--- src/source/scaler_cfg_pkg.sv ---
`default_nettype none

package scaler_cfg_pkg;

    // width of one saturating count
    localparam int COUNT_W = 12;

    // one pair of trigger bits per beam
    typedef struct packed {
        logic sub;
        logic pri;
    } beam_pulse_t;

    // one pair of counts per beam, primary in the low field
    typedef struct packed {
        logic [COUNT_W-1:0] sub;
        logic [COUNT_W-1:0] pri;
    } beam_count_t;

    // bank writer FSM
    typedef enum logic [1:0] {
        WR_IDLE  = 2'd0,
        WR_SHIFT = 2'd1,
        WR_FLIP  = 2'd2
    } writer_state_e;

    // beam index width, at least one bit
    function automatic int idx_width(input int nbeams);
        return (nbeams > 1) ? $clog2(nbeams) : 1;
    endfunction

endpackage

`default_nettype wire

--- src/source/scaler_bus_pkg.sv ---
`default_nettype none

package scaler_bus_pkg;

    // word address and data widths of the Wishbone port
    localparam int WB_ADR_W = 8;
    localparam int WB_DAT_W = 32;

    // one count occupies a half-word of a scaler word
    localparam int HALF_W = WB_DAT_W / 2;

    // register kinds by word address
    // scaler words run from REG_SCALER upward
    typedef enum logic [1:0] {
        REG_STATUS  = 2'd0,
        REG_CONTROL = 2'd1,
        REG_SCALER  = 2'd2
    } reg_sel_e;

endpackage

`default_nettype wire

--- src/source/scaler_front_end.sv ---
`timescale 1ns/1ps
`default_nettype none

module scaler_front_end
    import scaler_cfg_pkg::*;
#(
    parameter int NBEAMS        = 8,
    parameter int PERIOD_CYCLES = 100000
) (
    input  wire                      wb_clk_i,
    input  wire                      wb_rst_i,
    input  beam_pulse_t [NBEAMS-1:0] trig_i,
    input  wire                      count_enable_i,
    output beam_pulse_t [NBEAMS-1:0] edge_o,
    output logic                     latch_o
);

    localparam int TMR_W = $clog2(PERIOD_CYCLES + 1);

    // trig_q samples the inputs, trig_d is the previous sample
    beam_pulse_t [NBEAMS-1:0] trig_q;
    beam_pulse_t [NBEAMS-1:0] trig_d;
    logic [TMR_W-1:0]         timer;

    always_ff @(posedge wb_clk_i) begin
        if (wb_rst_i) begin
            trig_q <= '0;
            trig_d <= '0;
        end else begin
            trig_q <= trig_i;
            trig_d <= trig_q;
        end
    end

    // edge pulse is high for the cycle after the sample
    // nothing reaches the counters while disabled
    always_comb begin
        for (int b = 0; b < NBEAMS; b++) begin
            edge_o[b].pri = count_enable_i & trig_q[b].pri & ~trig_d[b].pri;
            edge_o[b].sub = count_enable_i & trig_q[b].sub & ~trig_d[b].sub;
        end
    end

    // period down-counter
    // zero only in the first cycle after enable, then PERIOD_CYCLES down to 1
    always_ff @(posedge wb_clk_i) begin
        if (wb_rst_i) begin
            timer   <= '0;
            latch_o <= 1'b0;
        end else if (!count_enable_i) begin
            timer   <= '0;
            latch_o <= 1'b0;
        end else begin
            latch_o <= (timer == TMR_W'(1));
            if (timer == '0)
                timer <= TMR_W'(PERIOD_CYCLES - 1);
            else if (timer == TMR_W'(1))
                timer <= TMR_W'(PERIOD_CYCLES);
            else
                timer <= timer - 1'b1;
        end
    end

endmodule

`default_nettype wire

--- src/source/beam_counter.sv ---
`timescale 1ns/1ps
`default_nettype none

module beam_counter
    import scaler_cfg_pkg::*;
(
    input  wire         wb_clk_i,
    input  wire         wb_rst_i,
    input  beam_pulse_t edge_i,
    input  wire         latch_i,
    input  wire         shift_i,
    input  beam_count_t chain_i,
    output beam_count_t chain_o
);

    // live counts for the running period
    beam_count_t live;
    // counts frozen at the last latch, also the chain stage
    beam_count_t snap;

    // add one unless already at full scale
    function automatic logic [COUNT_W-1:0] sat_inc(input logic [COUNT_W-1:0] cnt,
                                                   input logic inc);
        if (inc && (cnt != '1))
            return cnt + 1'b1;
        return cnt;
    endfunction

    always_ff @(posedge wb_clk_i) begin
        if (wb_rst_i) begin
            live <= '0;
            snap <= '0;
        end else if (latch_i) begin
            // new period starts here
            // an edge in this cycle belongs to it
            snap     <= live;
            live.pri <= COUNT_W'(edge_i.pri);
            live.sub <= COUNT_W'(edge_i.sub);
        end else begin
            live.pri <= sat_inc(live.pri, edge_i.pri);
            live.sub <= sat_inc(live.sub, edge_i.sub);
            // snapshot moves one beam toward the head
            if (shift_i)
                snap <= chain_i;
        end
    end

    assign chain_o = snap;

endmodule

`default_nettype wire

--- src/source/scaler_bank_writer.sv ---
`timescale 1ns/1ps
`default_nettype none

module scaler_bank_writer
    import scaler_cfg_pkg::*;
#(
    parameter  int NBEAMS = 8,
    localparam int IDX_W  = idx_width(NBEAMS)
) (
    input  wire              wb_clk_i,
    input  wire              wb_rst_i,
    input  wire              latch_i,
    input  beam_count_t      chain_i,
    output logic             shift_o,
    output logic             wr_en_o,
    output logic [IDX_W:0]   wr_addr_o,
    output beam_count_t      wr_data_o,
    output logic             read_bank_o,
    output logic             done_o
);

    writer_state_e    state;
    // beam held at the chain head this cycle
    logic [IDX_W-1:0] beam_idx;
    // bank the host reads, the writer fills the other one
    logic             read_bank_q;

    // drain sequence
    // latch at t puts the FSM in WR_SHIFT for t+1 .. t+NBEAMS
    // the head is written every shift cycle, highest beam first
    // WR_FLIP at t+NBEAMS+1 with the new bank already visible
    always_ff @(posedge wb_clk_i) begin
        if (wb_rst_i) begin
            state       <= WR_IDLE;
            beam_idx    <= '0;
            read_bank_q <= 1'b0;
        end else begin
            case (state)
                WR_IDLE: begin
                    if (latch_i) begin
                        state    <= WR_SHIFT;
                        beam_idx <= IDX_W'(NBEAMS - 1);
                    end
                end
                WR_SHIFT: begin
                    if (beam_idx == '0) begin
                        // last beam lands on this edge
                        state       <= WR_FLIP;
                        read_bank_q <= ~read_bank_q;
                    end else begin
                        beam_idx <= beam_idx - 1'b1;
                    end
                end
                WR_FLIP: begin
                    state <= WR_IDLE;
                end
                default: begin
                    state <= WR_IDLE;
                end
            endcase
        end
    end

    // chain advances in the same cycles as the writes
    assign shift_o = (state == WR_SHIFT);

    // write port into the slave storage
    // bank select in the top bit, beam index below
    assign wr_en_o   = (state == WR_SHIFT);
    assign wr_addr_o = {~read_bank_q, beam_idx};
    assign wr_data_o = chain_i;

    assign read_bank_o = read_bank_q;

    // one cycle, together with the bank flip
    assign done_o = (state == WR_FLIP);

endmodule

`default_nettype wire

--- src/source/scaler_wb_slave.sv ---
`timescale 1ns/1ps
`default_nettype none

module scaler_wb_slave
    import scaler_cfg_pkg::*;
    import scaler_bus_pkg::*;
#(
    parameter  int NBEAMS = 8,
    localparam int IDX_W  = idx_width(NBEAMS)
) (
    input  wire                 wb_clk_i,
    input  wire                 wb_rst_i,
    input  wire                 wb_cyc_i,
    input  wire                 wb_stb_i,
    input  wire                 wb_we_i,
    input  wire  [WB_ADR_W-1:0] wb_adr_i,
    input  wire  [WB_DAT_W-1:0] wb_dat_i,
    output logic [WB_DAT_W-1:0] wb_dat_o,
    output logic                wb_ack_o,
    input  wire                 wr_en_i,
    input  wire  [IDX_W:0]      wr_addr_i,
    input  beam_count_t         wr_data_i,
    input  wire                 read_bank_i,
    output logic                count_enable_o
);

    localparam int PAD_W = HALF_W - COUNT_W;

    // two banks of one word per beam
    beam_count_t        bank_mem [0:1][0:NBEAMS-1];
    logic [HALF_W-1:0]  period_cnt;
    logic               bus_req;
    reg_sel_e           sel;
    logic [WB_ADR_W-1:0] scal_idx;
    logic [WB_DAT_W-1:0] rd_data;

    // new request, one ack per request
    assign bus_req = wb_cyc_i & wb_stb_i & ~wb_ack_o;

    // word 0 status, word 1 control, the rest scaler words
    always_comb begin
        if (wb_adr_i == WB_ADR_W'(REG_STATUS))
            sel = REG_STATUS;
        else if (wb_adr_i == WB_ADR_W'(REG_CONTROL))
            sel = REG_CONTROL;
        else
            sel = REG_SCALER;
    end

    assign scal_idx = wb_adr_i - WB_ADR_W'(REG_SCALER);

    always_comb begin
        case (sel)
            REG_STATUS:  rd_data = {period_cnt, {(HALF_W-1){1'b0}}, read_bank_i};
            REG_CONTROL: rd_data = {{(WB_DAT_W-1){1'b0}}, count_enable_o};
            default: begin
                // beyond the last beam reads as zero
                if (scal_idx < WB_ADR_W'(NBEAMS))
                    rd_data = {{PAD_W{1'b0}}, bank_mem[read_bank_i][scal_idx[IDX_W-1:0]].sub,
                               {PAD_W{1'b0}}, bank_mem[read_bank_i][scal_idx[IDX_W-1:0]].pri};
                else
                    rd_data = '0;
            end
        endcase
    end

    // bus side, ack and data one cycle after the request
    always_ff @(posedge wb_clk_i) begin
        if (wb_rst_i) begin
            wb_ack_o       <= 1'b0;
            count_enable_o <= 1'b0;
        end else begin
            wb_ack_o <= bus_req;
            if (bus_req && wb_we_i && (sel == REG_CONTROL))
                count_enable_o <= wb_dat_i[0];
        end
    end

    always_ff @(posedge wb_clk_i) begin
        if (bus_req)
            wb_dat_o <= rd_data;
    end

    // bank storage and completed period count
    // beam 0 is the last write of a drain
    always_ff @(posedge wb_clk_i) begin
        if (wb_rst_i) begin
            period_cnt <= '0;
            for (int k = 0; k < 2; k++)
                for (int b = 0; b < NBEAMS; b++)
                    bank_mem[k][b] <= '0;
        end else if (wr_en_i) begin
            bank_mem[wr_addr_i[IDX_W]][wr_addr_i[IDX_W-1:0]] <= wr_data_i;
            if (wr_addr_i[IDX_W-1:0] == '0)
                period_cnt <= period_cnt + 1'b1;
        end
    end

endmodule

`default_nettype wire

--- src/source/beam_scaler_top.sv ---
`timescale 1ns/1ps
`default_nettype none

module beam_scaler_top
    import scaler_cfg_pkg::*;
    import scaler_bus_pkg::*;
#(
    parameter int NBEAMS        = 8,
    parameter int PERIOD_CYCLES = 100000
) (
    input  wire                      wb_clk_i,
    input  wire                      wb_rst_i,
    input  beam_pulse_t [NBEAMS-1:0] trig_i,
    input  wire                      wb_cyc_i,
    input  wire                      wb_stb_i,
    input  wire                      wb_we_i,
    input  wire  [WB_ADR_W-1:0]      wb_adr_i,
    input  wire  [WB_DAT_W-1:0]      wb_dat_i,
    output logic [WB_DAT_W-1:0]      wb_dat_o,
    output logic                     wb_ack_o,
    output logic                     done_o
);

    localparam int IDX_W = idx_width(NBEAMS);

    beam_pulse_t [NBEAMS-1:0] edges;
    logic                     latch;
    logic                     shift;
    logic                     count_enable;
    // chain[b] feeds beam b, chain[NBEAMS] is the head output
    beam_count_t              chain [0:NBEAMS];
    logic                     wr_en;
    logic [IDX_W:0]           wr_addr;
    beam_count_t              wr_data;
    logic                     read_bank;

    scaler_front_end #(
        .NBEAMS        (NBEAMS),
        .PERIOD_CYCLES (PERIOD_CYCLES)
    ) i_front_end (
        .wb_clk_i       (wb_clk_i),
        .wb_rst_i       (wb_rst_i),
        .trig_i         (trig_i),
        .count_enable_i (count_enable),
        .edge_o         (edges),
        .latch_o        (latch)
    );

    // tail of the chain shifts in zeros
    assign chain[0] = '0;

    for (genvar b = 0; b < NBEAMS; b++) begin : g_beam
        beam_counter i_beam_counter (
            .wb_clk_i (wb_clk_i),
            .wb_rst_i (wb_rst_i),
            .edge_i   (edges[b]),
            .latch_i  (latch),
            .shift_i  (shift),
            .chain_i  (chain[b]),
            .chain_o  (chain[b+1])
        );
    end

    scaler_bank_writer #(
        .NBEAMS (NBEAMS)
    ) i_bank_writer (
        .wb_clk_i    (wb_clk_i),
        .wb_rst_i    (wb_rst_i),
        .latch_i     (latch),
        .chain_i     (chain[NBEAMS]),
        .shift_o     (shift),
        .wr_en_o     (wr_en),
        .wr_addr_o   (wr_addr),
        .wr_data_o   (wr_data),
        .read_bank_o (read_bank),
        .done_o      (done_o)
    );

    scaler_wb_slave #(
        .NBEAMS (NBEAMS)
    ) i_wb_slave (
        .wb_clk_i       (wb_clk_i),
        .wb_rst_i       (wb_rst_i),
        .wb_cyc_i       (wb_cyc_i),
        .wb_stb_i       (wb_stb_i),
        .wb_we_i        (wb_we_i),
        .wb_adr_i       (wb_adr_i),
        .wb_dat_i       (wb_dat_i),
        .wb_dat_o       (wb_dat_o),
        .wb_ack_o       (wb_ack_o),
        .wr_en_i        (wr_en),
        .wr_addr_i      (wr_addr),
        .wr_data_i      (wr_data),
        .read_bank_i    (read_bank),
        .count_enable_o (count_enable)
    );

endmodule

`default_nettype wire

--- config.mk ---
export PLATFORM = sky130hd
export DESIGN_NAME = beam_scaler_top
export DESIGN_NICKNAME = d
export VERILOG_FILES = /design/src/source/scaler_cfg_pkg.sv /design/src/source/scaler_bus_pkg.sv /design/src/source/scaler_front_end.sv /design/src/source/beam_counter.sv /design/src/source/scaler_bank_writer.sv /design/src/source/scaler_wb_slave.sv /design/src/source/beam_scaler_top.sv
export SDC_FILE = /design/constraint.sdc
export NUM_CORES = 1
export LEC_CHECK = 0
export CORE_MARGIN = 1
export CORE_UTILIZATION = 60
export CTS_BUF_LIST = sky130_fd_sc_hd__clkbuf_16
export DETAILED_ROUTE_END_ITERATION = 6
export DONT_BUFFER_PORTS = 1
export PLACE_DENSITY_LB_ADDON = 0.15
export SETUP_SLACK_MARGIN = 0.02
export SLEW_MARGIN = 30
export SYNTH_ARGS = -nofsm -noshare
export SYNTH_HDL_FRONTEND = slang
export SYNTH_SLANG_ARGS = --single-unit
--- constraint.sdc ---
create_clock -name wb_clk_i -period 8.8 [get_ports wb_clk_i]
set_input_delay 1.76 -clock wb_clk_i [delete_from_list [all_inputs] [get_ports wb_clk_i]]
set_output_delay 1.76 -clock wb_clk_i [all_outputs]
set_load 0.005 [all_outputs]
==> flow_results.xml <==
<?xml version="1.0" encoding="UTF-8"?>
<metrics>
  <group name="min_path">
    <metric name="hold_path_startpoint" unit="">g_beam[0].i_beam_counter.chain_o[19]</metric>
    <metric name="min-delay-path-class" unit="">flip-flop to flip-flop</metric>
    <metric name="min_delay_worst_endpoint" unit="">g_beam[0].i_beam_counter.chain_o[19]</metric>
    <metric name="worst_hold_path.num_cells" unit="">2</metric>
  </group>
  <group name="worst_setup_path">
    <metric name="critical_path_endpoint_category" unit="">flip-flop</metric>
    <metric name="highest_delay_cell_along_the_critical_path" unit="">sky130_fd_sc_hd__or2_2</metric>
    <metric name="critical_path.startpoint_type" unit="">primary input</metric>
    <metric name="most_frequent_cell_on_critical_path" unit="">sky130_fd_sc_hd__buf_4</metric>
    <metric name="ff2ff_setup_slack" unit="ps">5480</metric>
    <metric name="cp_slowest_stage_delay" unit="ps">730</metric>
    <metric name="cell_breakdown_of_the_critical_path" unit="">nor3b_2 -&gt; buf_4 -&gt; nand3_1 -&gt; nor2_1 -&gt; buf_4 -&gt; or2_2</metric>
    <metric name="crit_buf_inv" unit="">2</metric>
    <metric name="timing.setup.critical_path_class" unit="">primary input to flip-flop</metric>
    <metric name="critical_path_required" unit="ps">9050</metric>
    <metric name="cp_top_family" unit="">simple AND/OR/NAND/NOR gates</metric>
    <metric name="end_of_the_worst_register_to_register_path" unit="">g_beam[6].i_beam_counter.live[12]</metric>
    <metric name="ff2ff_path_depth" unit="">6</metric>
    <metric name="worst_path_max_fanout" unit="">315</metric>
    <metric name="timing.rr.start" unit="">i_front_end.latch_o</metric>
    <metric name="arrival" unit="ps">4610</metric>
  </group>
  <group name="layout">
    <metric name="final_cell_mix" unit="">sky130_fd_sc_hd__nand2_1 (505), sky130_fd_sc_hd__dfxtp_1 (456), sky130_fd_sc_hd__edfxtp_1 (412)</metric>
    <metric name="layout_commonest_cell" unit="">sky130_fd_sc_hd__nand2_1</metric>
    <metric name="multi_input_area" unit="µm²">15600</metric>
    <metric name="n_fill_cell" unit="">4823</metric>
    <metric name="drive_gt1_share" unit="%">7.87</metric>
    <metric name="seqCellArea" unit="µm²">21600</metric>
    <metric name="area_delta_synth_final" unit="%">8.23</metric>
    <metric name="num_antenna_cells" unit="">0</metric>
    <metric name="num-nets-final" unit="">3510</metric>
  </group>
  <group name="sta">
    <metric name="setup_viol_count_final" unit="">0</metric>
    <metric name="final.min_clock_period" unit="ps">4360</metric>
    <metric name="worst_slack" unit="ps">4440</metric>
    <metric name="final-max-slew-violation-count" unit="">0</metric>
    <metric name="count_of_final_hold_check_violations" unit="">0</metric>
    <metric name="total_negative_setup_slack" unit="ps">0</metric>
    <metric name="period_share" unit="%">49.5</metric>
    <metric name="tightest_slew" unit="ps">1050</metric>
    <metric name="skew" unit="ps">18.7</metric>
    <metric name="rsz0062_at_grt" unit="">false</metric>
    <metric name="achievable-frequency" unit="MHz">229</metric>
    <metric name="worst_slew_margin_rel" unit="%">30.0</metric>
    <metric name="whs" unit="ps">469</metric>
  </group>
  <group name="routing">
    <metric name="routed-via-count" unit="">27865</metric>
    <metric name="postRouteWirelength" unit="mm">93.3</metric>
    <metric name="first_drt_iteration_drcs" unit="">2549</metric>
    <metric name="via_per_inst" unit="">6.42</metric>
    <metric name="avgRoutedWirePerCell" unit="µm">21.5</metric>
    <metric name="number_of_remaining_drc_errors" unit="">0</metric>
    <metric name="drt_first_pass_iters" unit="">5</metric>
    <metric name="ant_nets" unit="">0</metric>
  </group>
  <group name="power_and_ir_drop">
    <metric name="pwr_density_cell" unit="nW/µm²">197</metric>
    <metric name="vdd.ir_drop.worst" unit="V">0.000154</metric>
    <metric name="power.leakage" unit="nW">14.2</metric>
  </group>
  <group name="placed_design">
    <metric name="gp_congestion" unit="">0.828</metric>
    <metric name="hpwl" unit="mm">53.9</metric>
    <metric name="place.port_buffers" unit="">0</metric>
    <metric name="placement.setup.worst_slack" unit="ps">3640</metric>
  </group>
  <group name="cts">
    <metric name="clkSinkCount" unit="">871</metric>
    <metric name="worstSkewPairLatency" unit="ps">630</metric>
    <metric name="cts_repair_resize_count" unit="">0</metric>
    <metric name="count_of_h_tree_levels_built_during_cts" unit="">3</metric>
    <metric name="max-clock-path-buffers" unit="">3</metric>
    <metric name="postCtsSetupBuffers" unit="">0</metric>
    <metric name="clock_tree_from_tritoncts" unit="">done</metric>
    <metric name="master_cell_of_the_clock_root_buffer" unit="">sky130_fd_sc_hd__clkbuf_16</metric>
    <metric name="cts_buffers" unit="">87</metric>
    <metric name="ctsHoldBuffers" unit="">0</metric>
    <metric name="clk_pin_slew" unit="ps">60</metric>
  </group>
  <group name="logic_synthesis">
    <metric name="synth-async-reset-ratio" unit="%">0</metric>
    <metric name="synth-main-ff-cell" unit="">sky130_fd_sc_hd__dfxtp_1</metric>
    <metric name="synthesis.area_per_instance" unit="µm²">10.7</metric>
    <metric name="synthesis.yosys.warnings" unit="">0</metric>
    <metric name="ys_seq_elements" unit="">871</metric>
    <metric name="ys_types" unit="">72</metric>
    <metric name="netlist_instances" unit="">3573</metric>
    <metric name="yosysSeqAreaShare" unit="%">56.3</metric>
    <metric name="number_of_synthesized_flops_with_an_enable_pin" unit="">412</metric>
    <metric name="netlist_area" unit="µm²">38300</metric>
  </group>
  <group name="global_routing">
    <metric name="global_route.usage.total" unit="%">28.7</metric>
    <metric name="number_of_global_route_vias_before_repair" unit="">26818</metric>
    <metric name="number_of_antenna_violations_at_the_first_check_in_global_routing" unit="">0</metric>
    <metric name="largest_net_degree_at_the_start_of_global_routing" unit="">316</metric>
    <metric name="globalRouteOverflowTotal" unit="">0</metric>
    <metric name="grt_first_pass_wirelength" unit="mm">146</metric>
  </group>
  <group name="die">
    <metric name="dieHeight" unit="µm">255</metric>
    <metric name="core_region_area" unit="µm²">63100</metric>
    <metric name="io-pin-count" unit="">95</metric>
    <metric name="fp.dieArea" unit="µm²">64900</metric>
    <metric name="starting_density_of_the_core" unit="%">60.7</metric>
    <metric name="placement_rows" unit="">92</metric>
    <metric name="die_width" unit="µm">255</metric>
  </group>
  <group name="job">
    <metric name="maxCapViolCount" unit="">0</metric>
  </group>
  <group name="status">
    <metric name="run_status" unit="">complete, no violations</metric>
  </group>
</metrics>
-- metal layers --
metal  global-route usage (%)  up-vias  routed length, µm
met5                        0        -                  0
met4                     9.29        0               2550
met3                     4.31      179               6190
met2                     48.8      987              45700
met1                     37.7    13664              38900
li1                         -    13035                  -
-- layout make-up --
class | count | share of cell area (%)
Multi-Input combinational cell | 2391 | 37.7
Clock inverter | 67 | 1.14
Timing Repair Buffer | 29 | 0.621
Inverter | 46 | 0.446
Tap cell | 846 | 2.55
Clock buffer | 92 | 5.55
Sequential cell | 871 | 52.0
-- metrics by stage --
stage | cell area [µm²] | cells | total power, W | utilization [%]
floorplan | 38300 | 3576 | 0.00458 | -
global placement | 38600 | 4181 | 0.00461 | 61.2
detailed placement | 38600 | 4181 | 0.00462 | 61.2
CTS | 41400 | 4340 | 0.00819 | 65.6
global route | 41500 | 4342 | 0.00836 | 65.7
finish | 41500 | 4342 | 0.00816 | 65.7
-- registers in the layout (all words and copies together), names as in the netlist, named ones only --
| name | count |
|---|---|
| i_front_end.timer | 17 |
| i_wb_slave.bank_mem | 384 |
| i_front_end.latch_o | 1 |
| i_front_end.trig_d | 16 |
| g_beam.i_beam_counter.chain_o | 192 |
| i_bank_writer.beam_idx | 3 |
| i_front_end.trig_q | 16 |
| i_bank_writer.state | 2 |
| i_wb_slave.period_cnt | 16 |
| i_wb_slave.wb_ack_o | 1 |
| i_wb_slave.wb_dat_o | 28 |
| i_bank_writer.read_bank_o | 1 |
| i_wb_slave.count_enable_o | 1 |
| g_beam.i_beam_counter.live | 192 |
-- how the worst max path moves through the flow --
stage	from	end	cells past startpoint
finish	wb_rst_i	i_wb_slave.bank_mem[0][110]	6
detailed placement	wb_adr_i[1]	i_wb_slave.wb_dat_o[22]	7
global route	wb_adr_i[1]	i_wb_slave.wb_dat_o[22]	7
CTS	wb_adr_i[1]	i_wb_slave.wb_dat_o[22]	7
global placement	wb_adr_i[1]	i_wb_slave.wb_dat_o[21]	7
floorplan	wb_adr_i[1]	i_wb_slave.wb_dat_o[21]	10
-- cell families (layout without fill, tap and decap cells) --
kind of cell | after synthesis | after routing | share of synthesized area, %
other cells | 1 | 4 | 0.00979
buf+inv | 314 | 234 | 3.25
mux | 175 | 175 | 6.93
simple gates | 1544 | 1544 | 20.7
fa+ha+maj | 23 | 23 | 0.751
compound gates | 624 | 624 | 11.6
flops | 871 | 871 | 56.3
xor+xnor | 21 | 21 | 0.480
-- Yosys cell counts, types with 69 or more instances --
master	instances	area share, %
sky130_fd_sc_hd__nor2_1	251	2.5
sky130_fd_sc_hd__a311oi_1	172	3.9
sky130_fd_sc_hd__or3_1	69	1.1
sky130_fd_sc_hd__dfxtp_1	459	24
sky130_fd_sc_hd__or4_1	84	1.6
sky130_fd_sc_hd__and2_1	255	4.2
sky130_fd_sc_hd__clkbuf_1	218	2.1
sky130_fd_sc_hd__a21oi_1	155	2.0
sky130_fd_sc_hd__mux2i_1	102	2.7
sky130_fd_sc_hd__nand2_1	505	4.9
sky130_fd_sc_hd__nand3_1	89	1.2
sky130_fd_sc_hd__mux4_2	72	4.2
sky130_fd_sc_hd__edfxtp_1	412	32
-- worst register-to-register path: cells and delay by family (launching register included) --
| kind | cells | cell delay [ps] |
|---|---|---|
| simple gates | 2 | 320 |
| flops | 1 | 310 |
| compound gates | 1 | 360 |
| buf+inv | 3 | 2200 |
-- report_power, final --
group | internal (W) | switching (W)
logic | 0.0000757 | 0.000137
registers | 0.00430 | 0.0000236
clock network | 0.00206 | 0.00156
total | 0.00644 | 0.00172
(Power assumes the default switching activity.)
